### src/axi_ram_pkg.sv
`default_nettype none

package axi_ram_pkg;

    localparam int DATA_W   = 32;
    localparam int ADDR_W   = 16;
    localparam int ID_W     = 4;
    localparam int BYTE_LSB = 2;              // byte offset bits inside a word
    localparam int STRB_W   = DATA_W / 8;
    localparam int WORD_W   = ADDR_W - BYTE_LSB;  // full-range word index

    typedef logic [DATA_W-1:0] data_t;
    typedef logic [ADDR_W-1:0] addr_t;
    typedef logic [STRB_W-1:0] strb_t;
    typedef logic [ID_W-1:0]   id_t;
    typedef logic [7:0]        len_t;         // beats minus one
    typedef logic [1:0]        resp_t;

    localparam resp_t RESP_OKAY = 2'b00;

    typedef enum logic [1:0] {
        BURST_FIXED = 2'd0,
        BURST_INCR  = 2'd1,
        BURST_WRAP  = 2'd2,
        BURST_RSVD  = 2'd3   // treated as INCR
    } burst_e;

    // accepted AW or AR request
    typedef struct packed {
        id_t    id;
        addr_t  addr;
        len_t   len;
        burst_e burst;
    } burst_req_t;

    // RAM write port bundle
    typedef struct packed {
        logic              en;
        logic [WORD_W-1:0] waddr;
        data_t             data;
        strb_t             strb;
    } ram_wr_t;

endpackage

`default_nettype wire

### src/axi_burst_addr.sv
`default_nettype none

module axi_burst_addr
    import axi_ram_pkg::*;
(
    input  wire             S_AXI_ACLK,
    input  wire             S_AXI_ARESETN,
    input  wire             load,
    input  wire burst_req_t req,
    input  wire             step,
    output addr_t           addr,
    output logic            last
);

    addr_t  addr_q;
    len_t   len_q;
    burst_e burst_q;
    len_t   beat_cnt;

    addr_t  aligned;
    addr_t  incr_addr;
    addr_t  wrap_size;
    addr_t  wrap_mask;
    addr_t  next_addr;

    always_comb begin
        aligned   = {addr_q[ADDR_W-1:BYTE_LSB], {BYTE_LSB{1'b0}}};
        incr_addr = aligned + addr_t'(STRB_W);
        // wrap block is (len+1) words, aligned to its own size
        wrap_size = (addr_t'(len_q) + addr_t'(1)) << BYTE_LSB;
        wrap_mask = wrap_size - addr_t'(1);
        case (burst_q)
            BURST_FIXED: next_addr = addr_q;
            BURST_WRAP:  next_addr = (aligned & ~wrap_mask) | (incr_addr & wrap_mask);
            default:     next_addr = incr_addr;   // INCR and reserved
        endcase
    end

    always_ff @(posedge S_AXI_ACLK) begin
        if (!S_AXI_ARESETN) begin
            len_q    <= '0;
            burst_q  <= BURST_INCR;
            beat_cnt <= '0;
        end else if (load) begin
            len_q    <= req.len;
            burst_q  <= req.burst;
            beat_cnt <= '0;
        end else if (step) begin
            beat_cnt <= beat_cnt + len_t'(1);
        end
    end

    // current beat address
    always_ff @(posedge S_AXI_ACLK) begin
        if (load) begin
            addr_q <= req.addr;
        end else if (step) begin
            addr_q <= next_addr;
        end
    end

    assign addr = addr_q;
    assign last = (beat_cnt == len_q);

endmodule

`default_nettype wire

### src/axi_ram_read.sv
`default_nettype none

module axi_ram_read
    import axi_ram_pkg::*;
(
    input  wire             S_AXI_ACLK,
    input  wire             S_AXI_ARESETN,
    input  wire burst_req_t ar_req,
    input  wire             ar_valid,
    output logic            ar_ready,
    output addr_t           ram_raddr,
    output logic            ram_ren,
    input  wire data_t      ram_rdata,
    output data_t           r_data,
    output id_t             r_id,
    output logic            r_last,
    output logic            r_valid,
    input  wire             r_ready
);

    typedef enum logic [1:0] {
        R_IDLE,
        R_ISSUE,   // RAM read enable
        R_WAIT,    // RAM data arriving
        R_HOLD     // beat on the bus
    } read_state_e;

    read_state_e state;
    id_t         id_q;
    data_t       data_q;
    logic        last_q;
    addr_t       gen_addr;
    logic        gen_last;
    logic        ar_hs;
    logic        r_hs;

    assign ar_ready = (state == R_IDLE);
    assign r_valid  = (state == R_HOLD);
    assign ar_hs    = ar_valid && ar_ready;
    assign r_hs     = r_valid && r_ready;

    axi_burst_addr i_axi_burst_addr (
        .S_AXI_ACLK    (S_AXI_ACLK),
        .S_AXI_ARESETN (S_AXI_ARESETN),
        .load          (ar_hs),
        .req           (ar_req),
        .step          (r_hs && !last_q),
        .addr          (gen_addr),
        .last          (gen_last)
    );

    assign ram_raddr = gen_addr;
    assign ram_ren   = (state == R_ISSUE);

    assign r_data = data_q;
    assign r_id   = id_q;
    assign r_last = last_q;

    always_ff @(posedge S_AXI_ACLK) begin
        if (!S_AXI_ARESETN) begin
            state  <= R_IDLE;
            last_q <= 1'b0;
        end else begin
            case (state)
                R_IDLE: if (ar_hs) state <= R_ISSUE;
                R_ISSUE: state <= R_WAIT;
                R_WAIT: begin
                    last_q <= gen_last;   // generator still on this beat
                    state  <= R_HOLD;
                end
                R_HOLD: begin
                    if (r_hs) begin
                        state <= last_q ? R_IDLE : R_ISSUE;
                    end
                end
                default: state <= R_IDLE;
            endcase
        end
    end

    // holding register for one beat
    always_ff @(posedge S_AXI_ACLK) begin
        if (ar_hs) begin
            id_q <= ar_req.id;
        end
        if (state == R_WAIT) begin
            data_q <= ram_rdata;
        end
    end

endmodule

`default_nettype wire

### config.mk
export PLATFORM = sky130hd
export DESIGN_NAME = axi_ram_read
export DESIGN_NICKNAME = d
export VERILOG_FILES = /design/src/axi_ram_pkg.sv /design/src/axi_burst_addr.sv /design/src/axi_ram_read.sv
export SDC_FILE = /design/constraint.sdc
export NUM_CORES = 1
export LEC_CHECK = 0
export BUFFER_PORTS_ARGS = -buffer_cell sky130_fd_sc_hd__buf_2
export CORE_ASPECT_RATIO = 1.5
export CORE_MARGIN = 2
export CORE_UTILIZATION = 50
export DETAILED_ROUTE_END_ITERATION = 8
export MAX_ROUTING_LAYER = met4
export PLACE_DENSITY_LB_ADDON = 0.05
export SYNTH_ARGS = -nofsm -noshare
export SYNTH_HDL_FRONTEND = slang
export SYNTH_HIERARCHICAL = 1
export SYNTH_SLANG_ARGS = --single-unit
### constraint.sdc
create_clock -name S_AXI_ACLK -period 2.7 [get_ports S_AXI_ACLK]
set_input_delay 0.27 -clock S_AXI_ACLK [delete_from_list [all_inputs] [get_ports S_AXI_ACLK]]
set_output_delay 0.27 -clock S_AXI_ACLK [all_outputs]
set_load 0.05 [all_outputs]
# Yosys cells after proc, flatten, opt, wreduce, memory -nomap -nowiden
# Cells that the tools add are included.
# word_totals
mem_bits_rw,0
n_memories,0
latchBits,0
register_bits,73
out_inout_bits,56
in_bits,66
elab_cells,42
mem_bits_ro,0
# classes
add_sub_neg,4
magnitude_cmp,0
bitwise_logic,5
n_mux,7
shifts,0
eq_ne,8
reduce_logical,10
mul,0
div_mod_pow,0
# ops
cell,n
$and A16 B16 Y16,2
$mux W16,2
$pmux W16 S2,1
$add A16 B3 Y16 const B,1
$not A16 Y16,1
$or A16 B16 Y16,1
$sub A16 B1 Y16 const B,1
$add A8 B1 Y9 const B,1
$add A8 B1 Y8 const B,1
$eq A8 B8 Y1,1
$pmux W2 S4,1
$eq A2 B2 Y1 const B,3
$logic_not A2 Y1,2
$mux W2,2
$ne A2 B1 Y1 const B,2
$reduce_and A2 Y1,2
$logic_and A1 B1 Y1,3
$eq A2 B1 Y1 const B,1
$ne A2 B2 Y1 const B,1
$reduce_bool A2 Y1,1
$reduce_or A2 Y1,1
$logic_not A1 Y1,1
$mux W1,1
$not A1 Y1,1

# Depth between registers and ports, before layout
# logic_depth
ltp_word,8
depth_mapped,8
mapped_depth_nobuf,8

# By module
# Netlist, hierarchy kept.
# modules_own_cells
mod,area_per_inst_um2,cells_per_inst,seq_area_each_um2,n_inst
axi_burst_addr,2163.3,249,840.8,1
axi_ram_read,1311.3,62,1141.1,1

# Worst setup path before layout
# OpenSTA, ideal clock, no wires.
# synth_timing
path_type,register -> register
from,reg state[0]
to,reg (tool-made name)
path_slack_ps,270
t_required_ps,2349
arrival_ps,2079
stages_incl_launch_ff,7
synth_period_minus_slack_ps,2430
path_buffers,1
setup_time_ps,351
path_cell_list,dfxtp_1 > inv_1 > ha_1 > and2_2 > clkbuf_1 > nor2_1 > a21oi_1
# synth_rtl
element,line_no,text
from (decl),axi_ram_read.sv:28,read_state_e state;
from (signal assigned),axi_ram_read.sv:73,state <= last_q ? R_IDLE : R_ISSUE;

==> metrics.txt <==
DR WL/cell roughly 15 µm; Pwr per Cell Area roughly 1100 nW/µm²; ys async rst share 0%; synth top area cells edfxtp_1 (45%), dfxtp_1 (12%), xnor2_1 (4.8%); GPL Wtd Cong approximately 0.86; Post-Syn Area roughly 3500 µm²; Worst-path clk slew around 80 ps; Vias/cell 5.24; Final Hold Viols 0; pin count of the biggest net entering global routing 34; Finished Layout Cells about 520; Post-synth EDFFs 52; Pre-antenna DRT Iters 4; Hold Crit Class primary input to register; core region area 6810 µm²; Syn. warnings 6; share of the synthesized area in the top cell type 44.9%; Post-DRT Antenna Nets 0; post-CTS sizing 0; PortBufs approximately 120; Worst Path Buf+Inv 0; Net Count, Synth 385; Vias between 2000 and 3000; Worst Setup End Kind register; Leak Pwr 1.74 nW; Seq/Total Area, Yosys approximately 57%; clk buf depth 2; Finish-stage setup viols 0; CTS tree built; Final Net Count 508; Rows 37; dominant cell type by area after synthesis edfxtp_1; Syn-to-layout area delta 24.3%; minimum clock period 2430 ps; final wirelength 7.61 mm; Most used DFF post-synth edfxtp_1; all-layer global routing usage about 21%; Setup CP Type register to register; Synth cell types 43; CP Launch Type register; Root Buffer clkbuf_8; GRT Residual Overflow 0; first-pass GRT wire length roughly 12 mm; cts bufs inserted 9; 1st-iter DRT viols about 130; clock sinks 73; DRC viols 0; DPL Wire Length 5.70 mm; ANT cells 0; Worst slew margin 63.8%; CP peak stage delay between 400 and 500 ps; H-tree depth 3; Tightest Pin Transition about 540 ps; die width roughly 70 µm; arrival time at the worst endpoint around 2400 ps; CP Cell Sequence ha_1 -> a211o_1 -> a211o_1 -> a21oi_1 -> nand2_1 -> a21oi_1; placed cells 501; clock latency on the worst-skew pair between 300 and 400 ps; WP data required around 2700 ps; die area around 7600 µm²; Pwr Total around 4.6 mW; syn avg cell area roughly 11 µm²; Slowest cell on crit path a21oi_1; initial antenna violation count 0; Worst Path Max Fanout 10; DIE HEIGHT between 100 and 150 µm; initial core utilization between 50% and 60%; vias in the first global route 2600; highest clock rate around 400 MHz; io pins between 100 and 150; Synth Instances between 300 and 400; clk_skew between 5 and 6 ps; cell with the most instances after synthesis edfxtp_1; Max Slew Vio Count 0; layout cells sized above 1 ~33%; Max Cap Violations 0; Commonest cells post-synth edfxtp_1 (52), nand2_1 (33), nor2_1 (24), dfxtp_1 (21), xnor2_1 (19); period utilisation layout approximately 90%; RSZ-0062 raised after global routing no; Worst path top cell family by delay compound AO/OA/AOI/OAI gates; worst reg-to-reg setup slack about 270 ps; hold_buf cts 0; peak supply drop 0.948 mV; Seq cells post-synth between 70 and 80; run status finished clean; Setup Fix Bufs, Post-CTS 0; total negative slack 0 ps
## per-stage QoR
stage / hold slack, ps / area (µm²) / worst slack [ps] / util, %
2_1_floorplan: 369 / 3470 / 270 / -
6_report: 88.3 / 4320 / 272 / 63.4
4_1_cts: 77.9 / 4320 / 280 / 63.4
3_5_place_dp: 448 / 4150 / 301 / 61.0
5_1_grt: 77.1 / 4320 / 99.5 / 63.4
3_3_place_gp: 447 / 4150 / 373 / 61.0
## placed cells by master, fill, tap and decap left out, types with 3 or more instances in the layout
cell type	instances
nand2_1	33
clkbuf_8	9
xnor2_1	19
nor2b_1	10
dfxtp_1	21
or3_1	3
inv_1	9
a211oi_1	3
edfxtp_1	52
buf_2	121
and2_1	4
ha_1	8
buf_4	6
a31oi_1	3
and3_1	6
o21ai_0	10
xor2_1	12
nand3_1	9
nand4_1	9
o31ai_1	7
nor2_1	24
nand2b_1	4
mux2i_1	11
a21oi_1	16
## cell type report
cell class / count / area [µm²]
clock buffer: 11 / 131
clock inverter: 5 / 32.5
fill: 570 / 2490
inverter: 9 / 33.8
multi-input combinational: 214 / 1390
sequential: 73 / 1980
tap: 78 / 97.6
timing repair buffer: 127 / 651
## power by group
| part | switching (mW) | leakage [nW] | internal (mW) |
|---|---|---|---|
| logic | 1.51 | 1.01 | 0.579 |
| registers | 0.219 | 0.655 | 1.60 |
| clock network | 0.400 | 0.0770 | 0.330 |
| total | 2.13 | 1.74 | 2.50 |
## path summary, 6_finish.rpt
kind                                                                 from                                         to  depth (start not counted)
worst max-delay path               i_axi_burst_addr/len_q[0]$_SDFFE_PN0P_                                   register                          6
worst max register to register     i_axi_burst_addr/len_q[0]$_SDFFE_PN0P_                                   register                          6
worst min register to register  i_axi_burst_addr/beat_cnt[7]$_SDFFE_PP0P_  i_axi_burst_addr/beat_cnt[7]$_SDFFE_PP0P_                          2
worst min-delay path                                         ram_rdata[4]                        r_data[4]$_DFFE_PN_                          1
## worst reg2reg max path, stage by stage, from the launching register on
cell and delay, ps:
dfxtp_1 410, ha_1 300, a211o_1 310, a211o_1 320, a21oi_1 190, nand2_1 70
a21oi_1 460
## layer usage
metal	GRT usage, %	routed length [µm]
met4	10.5	137
met3	2.94	345
met1	23.6	3060
met5	-	0
met2	37.3	4060
## cell families (layout without fill, tap and decap cells)
group	Yosys count	in the layout	share of synthesized area [%]
fa+ha+maj	8	8	2.88
compound gates	54	54	10.4
simple gates	110	110	15.7
mux	11	11	3.17
xor+xnor	31	31	7.81
flops	73	73	57.0
buf+inv	24	152	2.95
Power figures use the tool's default switching activity.
