**src/axi_ram_pkg.sv**
```systemverilog
`default_nettype none

package axi_ram_pkg;

    localparam int DATA_W   = 32;
    localparam int ADDR_W   = 16;
    localparam int ID_W     = 4;
    localparam int BYTE_LSB = 2;              // byte offset bits inside a word
    localparam int STRB_W   = DATA_W / 8;
    localparam int WORD_W   = ADDR_W - BYTE_LSB;  // full-range word index

    typedef logic [DATA_W-1:0] data_t;
    typedef logic [ADDR_W-1:0] addr_t;
    typedef logic [STRB_W-1:0] strb_t;
    typedef logic [ID_W-1:0]   id_t;
    typedef logic [7:0]        len_t;         // beats minus one
    typedef logic [1:0]        resp_t;

    localparam resp_t RESP_OKAY = 2'b00;

    typedef enum logic [1:0] {
        BURST_FIXED = 2'd0,
        BURST_INCR  = 2'd1,
        BURST_WRAP  = 2'd2,
        BURST_RSVD  = 2'd3   // treated as INCR
    } burst_e;

    // accepted AW or AR request
    typedef struct packed {
        id_t    id;
        addr_t  addr;
        len_t   len;
        burst_e burst;
    } burst_req_t;

    // RAM write port bundle
    typedef struct packed {
        logic              en;
        logic [WORD_W-1:0] waddr;
        data_t             data;
        strb_t             strb;
    } ram_wr_t;

endpackage

`default_nettype wire

```
**src/axi_burst_addr.sv**
```systemverilog
`default_nettype none

module axi_burst_addr
    import axi_ram_pkg::*;
(
    input  wire             S_AXI_ACLK,
    input  wire             S_AXI_ARESETN,
    input  wire             load,
    input  wire burst_req_t req,
    input  wire             step,
    output addr_t           addr,
    output logic            last
);

    addr_t  addr_q;
    len_t   len_q;
    burst_e burst_q;
    len_t   beat_cnt;

    addr_t  aligned;
    addr_t  incr_addr;
    addr_t  wrap_size;
    addr_t  wrap_mask;
    addr_t  next_addr;

    always_comb begin
        aligned   = {addr_q[ADDR_W-1:BYTE_LSB], {BYTE_LSB{1'b0}}};
        incr_addr = aligned + addr_t'(STRB_W);
        // wrap block is (len+1) words, aligned to its own size
        wrap_size = (addr_t'(len_q) + addr_t'(1)) << BYTE_LSB;
        wrap_mask = wrap_size - addr_t'(1);
        case (burst_q)
            BURST_FIXED: next_addr = addr_q;
            BURST_WRAP:  next_addr = (aligned & ~wrap_mask) | (incr_addr & wrap_mask);
            default:     next_addr = incr_addr;   // INCR and reserved
        endcase
    end

    always_ff @(posedge S_AXI_ACLK) begin
        if (!S_AXI_ARESETN) begin
            len_q    <= '0;
            burst_q  <= BURST_INCR;
            beat_cnt <= '0;
        end else if (load) begin
            len_q    <= req.len;
            burst_q  <= req.burst;
            beat_cnt <= '0;
        end else if (step) begin
            beat_cnt <= beat_cnt + len_t'(1);
        end
    end

    // current beat address
    always_ff @(posedge S_AXI_ACLK) begin
        if (load) begin
            addr_q <= req.addr;
        end else if (step) begin
            addr_q <= next_addr;
        end
    end

    assign addr = addr_q;
    assign last = (beat_cnt == len_q);

endmodule

`default_nettype wire

```
**src/axi_ram_write.sv**
```systemverilog
`default_nettype none

module axi_ram_write
    import axi_ram_pkg::*;
(
    input  wire             S_AXI_ACLK,
    input  wire             S_AXI_ARESETN,
    input  wire burst_req_t aw_req,
    input  wire             aw_valid,
    output logic            aw_ready,
    input  wire data_t      w_data,
    input  wire strb_t      w_strb,
    input  wire             w_last,
    input  wire             w_valid,
    output logic            w_ready,
    output id_t             b_id,
    output logic            b_valid,
    input  wire             b_ready,
    output ram_wr_t         ram_wr
);

    typedef enum logic [1:0] {
        W_IDLE,
        W_DATA,
        W_RESP
    } write_state_e;

    write_state_e state;
    id_t          id_q;
    addr_t        gen_addr;
    logic         gen_last;
    logic         aw_hs;
    logic         w_hs;

    assign aw_ready = (state == W_IDLE);
    assign w_ready  = (state == W_DATA);
    assign b_valid  = (state == W_RESP);
    assign b_id     = id_q;

    assign aw_hs = aw_valid && aw_ready;
    assign w_hs  = w_valid && w_ready;

    axi_burst_addr i_axi_burst_addr (
        .S_AXI_ACLK    (S_AXI_ACLK),
        .S_AXI_ARESETN (S_AXI_ARESETN),
        .load          (aw_hs),
        .req           (aw_req),
        .step          (w_hs && !gen_last),   // hold on the final beat
        .addr          (gen_addr),
        .last          (gen_last)
    );

    // each accepted beat writes straight through to the RAM
    always_comb begin
        ram_wr.en    = w_hs;
        ram_wr.waddr = gen_addr[ADDR_W-1:BYTE_LSB];
        ram_wr.data  = w_data;
        ram_wr.strb  = w_strb;
    end

    always_ff @(posedge S_AXI_ACLK) begin
        if (!S_AXI_ARESETN) begin
            state <= W_IDLE;
        end else begin
            case (state)
                W_IDLE: if (aw_hs) state <= W_DATA;
                W_DATA: if (w_hs && w_last) state <= W_RESP;  // master's WLAST ends it
                W_RESP: if (b_ready) state <= W_IDLE;
                default: state <= W_IDLE;
            endcase
        end
    end

    always_ff @(posedge S_AXI_ACLK) begin
        if (aw_hs) begin
            id_q <= aw_req.id;
        end
    end

endmodule

`default_nettype wire

```
**config.mk**
```make
export PLATFORM = sky130hd
export DESIGN_NAME = axi_ram_write
export DESIGN_NICKNAME = d
export VERILOG_FILES = /design/src/axi_ram_pkg.sv /design/src/axi_burst_addr.sv /design/src/axi_ram_write.sv
export SDC_FILE = /design/constraint.sdc
export NUM_CORES = 1
export LEC_CHECK = 0
export CAP_MARGIN = 30
export CORE_UTILIZATION = 35
export CTS_BUF_LIST = sky130_fd_sc_hd__clkbuf_16
export DETAILED_ROUTE_END_ITERATION = 16
export DONT_BUFFER_PORTS = 1
export PLACE_DENSITY = 0.58
export SYNTH_ARGS = -nofsm -noshare
export SYNTH_HDL_FRONTEND = slang
export SYNTH_SLANG_ARGS = --single-unit
```
**constraint.sdc**
```tcl
create_clock -name S_AXI_ACLK -period 2 [get_ports S_AXI_ACLK]
set_clock_uncertainty 0.1 [all_clocks]
set_input_delay 0.1 -clock S_AXI_ACLK [delete_from_list [all_inputs] [get_ports S_AXI_ACLK]]
set_output_delay 0.1 -clock S_AXI_ACLK [all_outputs]
set_load 0.005 [all_outputs]
```
* Word level (Yosys, flattened, before mapping)
Cells that the tools add are included.
W data, S select, Z words.
** Storage, ports and cells
- Flip-flop bits (word level) :: 40
- Input bits :: 72
** Cells by class
- Bitwise gates (word level) :: 5
- Reduce and logical (&&, ||, !) cells :: 11
- Add/sub/neg operators :: 4
- Eq/ne operators :: 8
- Muxes and demuxes :: 7
** Operator list (number)
- $and A16 B16 Y16 :: 2
- $mux W16 :: 2
- $pmux W16 S2 :: 1
- $add A16 B3 Y16 const B :: 1
- $not A16 Y16 :: 1
- $or A16 B16 Y16 :: 1
- $sub A16 B1 Y16 const B :: 1
- $add A8 B1 Y9 const B :: 1
- $add A8 B1 Y8 const B :: 1
- $eq A8 B8 Y1 :: 1
- $mux W2 :: 3
- $ne A2 B1 Y1 const B :: 3
- $pmux W2 S3 :: 1
- $eq A2 B2 Y1 const B :: 2
- $logic_and A1 B1 Y1 :: 4
- $logic_not A2 Y1 :: 2
- $reduce_and A3 Y1 :: 1
- $eq A2 B1 Y1 const B :: 1
- $ne A2 B2 Y1 const B :: 1
- $reduce_and A2 Y1 :: 1
- $reduce_bool A2 Y1 :: 1
- $reduce_or A2 Y1 :: 1
- $logic_not A1 Y1 :: 1
- $not A1 Y1 :: 1

* Longest topological paths before layout
Gate-level depths: netlist of the first run.
- Depth after elaboration :: 8
- Depth in mapped cells :: 7
- Depth with buffers taken out :: 6

* Cells and area by module
Synthesis of the first run repeated with hierarchy kept, for this count alone.
** Unflattened totals
- Cell total of the unflattened synthesis :: 304
- Area total of the unflattened synthesis :: 2691.3 um^2
** Modules (own cells, without submodules)
- axi_burst_addr :: seq. area each 840.8 um^2, cells each 249, area each 2163.3 um^2, times used 1
- axi_ram_write :: seq. area each 160.2 um^2, cells each 55, area each 528.0 um^2, times used 1

* Worst setup path after synthesis of the first run
OpenSTA, ideal clock, no wires.
- Path kind :: register to register
- Start point :: register i_axi_burst_addr.len_q[1]
- End point :: register (tool-made name)
- Cell stages (with the launch flop) :: 7
- Path slack :: -103 ps
- Setup time :: 319 ps
- Arrival :: 1684 ps
- Required time :: 1581 ps
- Cells stage by stage :: dfxtp_1 ha_1 or3_1 a211o_1 a21oi_4 a2111oi_0 a211oi_1
** RTL lines
- from (decl) :: RTL line axi_burst_addr.sv:16 : len_t len_q;
- from (signal assigned) :: RTL line axi_burst_addr.sv:45 : len_q <= req.len;

==> results of run 1 <==
-- cell families after synthesis --
kind of cell	count (synthesis)	share of synthesized area
AO/OA/AOI/OAI	64	0.171
flip-flops	38	0.344
AND/OR/NAND/NOR	116	0.204
buffers and inverters	61	0.148
multiplexers	3	0.0110
adder cells (fa/ha/maj)	3	0.0137
XOR/XNOR	34	0.109
-- timing repair --
item                       4_1_cts  5_1_grt
hold buffers                    33        0
pin swaps                        9        7
setup buffers                    1        1
resized for setup                7       15
hold endpoints to repair        30        0
setup endpoints to repair       20       24
-- cell usage after synthesis (6+ instances only) --
library cell / count
nand2_1: 47
buf_4: 44
dfxtp_1: 20
nor2_1: 20
nand3_1: 19
xor2_1: 19
edfxtp_1: 18
o21ai_0: 18
xnor2_1: 15
a21boi_0: 9
a21oi_1: 8
inv_1: 8
o31ai_1: 8
nand4_1: 6
-- cell usage in the layout, fill, tap and decap left out, drive strengths merged, types with 6 or more instances in the layout --
cell,instances
a21oi,10
nand3,19
nor2,20
buf,33
nand2,47
xor2,19
a21boi,9
edfxtp,18
dlygate4sd3,33
inv,8
o31ai,11
nand4,6
dfxtp,20
xnor2,15
o21ai,19
-- metrics by stage --
step / instance area [sq um] / setup TNS, ps / setup WS [ps]
2_1_floorplan: 2760 / -53.3 / -48.9
3_3_place_gp: 2750 / -316 / -72.7
3_5_place_dp: 2750 / -872 / -112
4_1_cts: 3290 / -205 / -52.7
5_1_grt: 3350 / -922 / -124
6_report: 3350 / -331 / -77.1
-- power by group through the flow --
stage / combinational (uW) / sequential (uW) / clock [uW]
global placement: 387 / 977 / 0
floorplan: 336 / 973 / 0
global route: 530 / 973 / 949
finish: 478 / 965 / 899
CTS: 461 / 963 / 917
detailed placement: 392 / 979 / 0
-- area by class of cell --
| type | count | area (sq um) | share of cell area |
|---|---|---|---|
| clock inverter | 3 | 45.0 | 0.0135 |
| clock buffer | 5 | 125 | 0.0374 |
| sequential | 38 | 946 | 0.283 |
| tap | 99 | 124 | 0.0370 |
| timing repair buffer | 66 | 591 | 0.176 |
| inverter | 8 | 30.0 | 0.00897 |
| multi-input combinational | 220 | 1490 | 0.444 |
-- routing by layer --
metal	routed length (um)	track usage
met4	79	0.0484
met5	0	0
met2	2920	0.250
met1	3060	0.204
met3	356	0.0412
-- worst max path at each step --
stage / from / endpoint / depth (start not counted) / slack, ps
final: i_axi_burst_addr.len_q[1] / register / 6 / -80
after global routing: i_axi_burst_addr.len_q[1] / register / 6 / -120
after detailed placement: i_axi_burst_addr.len_q[0] / register / 6 / -110
after floorplan: i_axi_burst_addr.len_q[1] / register / 6 / -50
after CTS: i_axi_burst_addr.len_q[1] / register / 6 / -50
after global placement: i_axi_burst_addr.len_q[0] / register / 6 / -70
==> results_dict.tcl, run 1 <==
set metrics [dict create \
    p_int_uw 1720 \
    path_max_fanout 6 \
    layout.nets 414 \
    nFillCells 710 \
    antenna_found_initial 0 \
    slew_violations 0 \
    drtPass1Iterations 4 \
    violations "negative setup slack" \
    ios 130 \
    critPathKind "reg2reg" \
    diodes 0 \
    power_frac_clock 0.384 \
    yosys_register_bits 38 \
    fp.coreArea_sq_mm 0.00741 \
    timing.hold.ws_ps 53.7 \
    rows 31 \
    crit_path_top_delay_cell "dfxtp_2" \
    reg2reg_depth 6 \
    finalHoldViolCount 0 \
    die_x_um 90.4 \
    ir_worst_vdd_mv 0.436 \
    overflow 0 \
    synth_warnings 0 \
    wl_um 6420 \
    numPortBuffers 0 \
    ys_async_sr_fraction 0 \
    ys_seq_area_frac 0.344 \
    switching_share 0.268 \
    layout-drive-gt1-share 0.212 \
    slew_headroom 0.684 \
    grt_start_max_net_pins 35 \
    grt_util_all_layers 0.156 \
    drtIter0Drc 65 \
    total_power_uw 2340 \
    utilization 0.452 \
    netlist_area_sq_mm 0.00274 \
    cp-end-kind "register" \
    viasPerCell 5.12 \
    vias 2249 \
    tightest_slew_ps 472 \
    crit_family "compound AO/OA/AOI/OAI gates" \
    min_from "S_AXI_ARESETN" \
    cts_root_buf "clkbuf_16" \
    reg2reg_slack_ps -80 \
    p_leak_uw 0.00125 \
    synthFlopType "dfxtp_1" \
    stdcell_count 439 \
    ant_nets 0 \
    cts_tree "built" \
    htree_levels 2 \
    syn_avg_cell_area_sq_um 8.57 \
    synth_top_cell_by_area "edfxtp_1" \
    critPathMaxStageDelay_ps 330 \
    numClockSinks 38 \
    area_growth_pct 22.4 \
    rsz0062_at_grt "yes" \
    max-cap-violations 0 \
    hold_depth 2 \
    setup_violations 7 \
    rr_startpoint "i_axi_burst_addr.len_q[1]" \
    dieArea_sq_mm 0.00817 \
    pwr-share-seq 0.412 \
    p_sw_uw 628 \
    floorplan.initialDensity 0.369 \
    worst_slack_ps -77.1 \
    cts_made_buffers 5 \
    cp_cell_sequence "ha_4, or3_1, a211o_1, a21oi_4, a31oi_4, o21ai_2" \
    fin_crit_sh 1.04 \
    grt_pass1_wl_um 10400 \
    synth_cell_types 47 \
    comb_power_share 0.204 \
    hold_class "in2reg" \
    insertion_delay_ps 280 \
    status "finished with violations" \
    crit_arrival_ps 1970 \
    drc_errors 0 \
    dp.cells 396 \
    fin_crit_ps 2080 \
    critical_path_required_ps 1890 \
    fmax_mhz 481 \
    syn_nets 394 \
    synth_edf_count 18 \
    gp_congestion 0.818 \
    syn_inst 319 \
    min_to "i_axi_burst_addr.beat_cnt[2]" \
    die_height_um 90.4 \
    dpl.hpwl_um 4510 \
    path_clk_slew_ps 60 \
    start_kind "register" \
    synth_top_cell_area_share 0.198 \
    pwr_density_cell_mw_per_mm2 700 \
    first_global_vias 2223 \
    cts_max_path_buffers 2 \
    critPathBufInv 0 \
    yosys-top-cells-area "edfxtp_1 (20%), dfxtp_1 (15%), buf_4 (12%), nand2_1 (6.5%), xor2_1 (6.1%)" \
    wire_per_inst_um 14.6 \
]
No activity file was read; power rests on OpenSTA's default activity.
==> inputs of run 2 (changes only) <==
ABC_AREA = 1   (was not set)
==> run 2 against run 1 <==
  * The flow now finishes without violations
  * Critical path depth up 6
  * Cell count up 14%
  * Final area down 2.9%
  * Worst hold slack better by 46 ps
  * Worst setup slack better by 260 ps
  * Register-to-register slack better by 260 ps
  * Sequential cell count unchanged
  * Sequential power up 3.0%
  * Synthesized cell count up 24%
  * First-iteration DRC count up 48%
  * Routed wire length down 2.5%
  * Power down 0.35%
  * Critical path type unchanged
==> results_dict.tcl, run 2 <==
set metrics [dict create \
    p_leak_uw 0.00140 \
    rsz0062_at_grt "no" \
    syn_avg_cell_area_sq_um 7.22 \
    fin_crit_ps 1820 \
    antenna_found_initial 0 \
    comb_power_share 0.213 \
    pwr-share-seq 0.426 \
    netlist_area_sq_mm 0.00287 \
    hold_class "in2out" \
    yosys_register_bits 38 \
    wire_per_inst_um 12.5 \
    final_common_cell "nand2_1" \
    synth_top_cell_by_area "edfxtp_1" \
    cts_made_buffers 5 \
    p_sw_uw 689 \
    yosys-top-cells-area "edfxtp_1 (19%), dfxtp_1 (14%), nand2_1 (13%), buf_4 (9.7%), nand3_1 (5.2%)" \
    viasPerCell 4.84 \
    cts_setup_buffers 0 \
    reg2reg_slack_ps 180 \
    wl_um 6260 \
    dieArea_sq_mm 0.00856 \
    start_kind "register" \
    slew_headroom 0.742 \
    synth_edf_count 18 \
    synth_commonest_cells "nand2_1 (97), buf_4 (37), inv_1 (33)" \
    fmax_mhz 550 \
    synthFlopType "dfxtp_1" \
    synth_warnings 0 \
    path_clk_slew_ps 60 \
    rr_startpoint "i_axi_burst_addr.len_q[0]" \
    numPortBuffers 0 \
    htree_levels 2 \
    syn_inst 397 \
    p_int_uw 1650 \
    drtIter0Drc 96 \
    ys_seq_area_frac 0.328 \
    fp.coreArea_sq_mm 0.00781 \
    synth_cell_types 35 \
    ys_async_sr_fraction 0 \
    diodes 0 \
    ir_worst_vdd_mv 0.361 \
    drc_errors 0 \
    tightest_slew_ps 386 \
    synth_top_cell_area_share 0.189 \
    insertion_delay_ps 280 \
    path_max_fanout 5 \
    finalHoldViolCount 0 \
    crit_start "i_axi_burst_addr.len_q[0]" \
    cts_max_path_buffers 2 \
    layout.nets 472 \
    syn_nets 472 \
    synth_most_common_cell "nand2_1" \
    critPathKind "reg2reg" \
    layout-drive-gt1-share 0.156 \
    status "completed" \
    grt_util_all_layers 0.152 \
    grt_pass1_wl_um 10400 \
    tns_ps 0 \
    fin_crit_sh 0.909 \
    ant_nets 0 \
    setup_violations 0 \
    reg2reg_depth 12 \
    die_height_um 92.5 \
    cts_tree "built" \
    vias 2420 \
    dpl.hpwl_um 4620 \
    final_cell_mix "nand2_1 (96), inv_1 (33), dlygate4sd3_1 (31)" \
    slew_violations 0 \
    switching_share 0.295 \
    numClockSinks 38 \
    area_growth_pct 13.4 \
    ios 130 \
    cp-end-kind "register" \
    critical_path_required_ps 1900 \
    power_frac_clock 0.361 \
    max-cap-violations 0 \
    crit_arrival_ps 1720 \
    grt_start_max_net_pins 37 \
    floorplan.initialDensity 0.367 \
    rows 32 \
    drtPass1Iterations 4 \
    utilization 0.416 \
    pwr_density_cell_mw_per_mm2 718 \
    first_global_vias 2313 \
    die_x_um 92.5 \
    overflow 0 \
    cts_root_buf "clkbuf_16" \
    gp_congestion 0.805 \
]
-- run 2: worst min path at each step --
stage | end | slack [ps] | start | cells past startpoint
after global routing | ram_wr[31] | 100 | w_data[27] | 0
after floorplan | b_id[0] | 100 | aw_req[26] | 0
final | ram_wr[19] | 100 | w_data[15] | 0
after detailed placement | b_id[2] | 100 | aw_req[28] | 0
after CTS | ram_wr[15] | 100 | w_data[11] | 0
after global placement | b_id[0] | 100 | aw_req[26] | 0
-- run 2: cells by family after synthesis --
kind of cell,count (synthesis),synth area share
buf+inv,87,0.174
simple gates,197,0.328
compound gates,53,0.0986
fa+ha+maj,3,0.0131
flops,38,0.328
xor+xnor,19,0.0581
-- run 2: worst max-delay path: stages, from the launching register on --
cell	delay [ps]
dfxtp_2	340
ha_4	170
nand2_2	100
inv_2	60
nand3_1	60
nand2_1	90
nor2_2	150
nand2_2	110
nor2_4	130
nor2_4	50
nand2_2	80
nand2_1	50
nand2_1	60
-- run 2: power groups by stage --
stage               Clock (uW)  Combinational (uW)  Sequential (uW)
floorplan                    0                 414              982
global placement             0                 426             1000
detailed placement           0                 432             1010
CTS                        869                 487              991
global route               894                 567             1000
finish                     843                 497              994
-- run 2: stage by stage --
stage	hold WS (ps)	cell area, sq um	setup WS (ps)	cells	total power, uW
floorplan	98.9	2870	66.8	397	1400
global placement	98.9	2730	75.8	461	1430
detailed placement	98.9	2730	26.5	461	1440
CTS	100	3200	23.0	500	2350
global route	100	3250	31.6	500	2470
finish	100	3250	181	500	2330
-- run 2: metal layers --
| layer | share of wire | vias up | global-route usage | wire length (um) |
|---|---|---|---|---|
| met5 | 0 | - | 0 | 0 |
| met2 | 0.48 | 55 | 0.255 | 2980 |
| met3 | 0.058 | 12 | 0.0361 | 365 |
| met4 | 0.013 | 0 | 0.0625 | 79 |
| met1 | 0.45 | 1106 | 0.185 | 2830 |
| li1 | - | 1247 | - | - |
-- run 2: what timing repair did --
action                     in CTS  in global routing
setup endpoints to repair       0                 15
hold endpoints to repair       30                  0
gates resized for setup         0                 17
hold buffers                   31                  0
-- run 2: layout make-up --
class,instances,area [sq um]
clock buffers,6,150
clock inverters,2,7.51
fillers,799,4560
inverters,37,143
multi-input cells,272,1470
flip-flops and latches,38,946
well taps,102,128
repair buffers,43,404
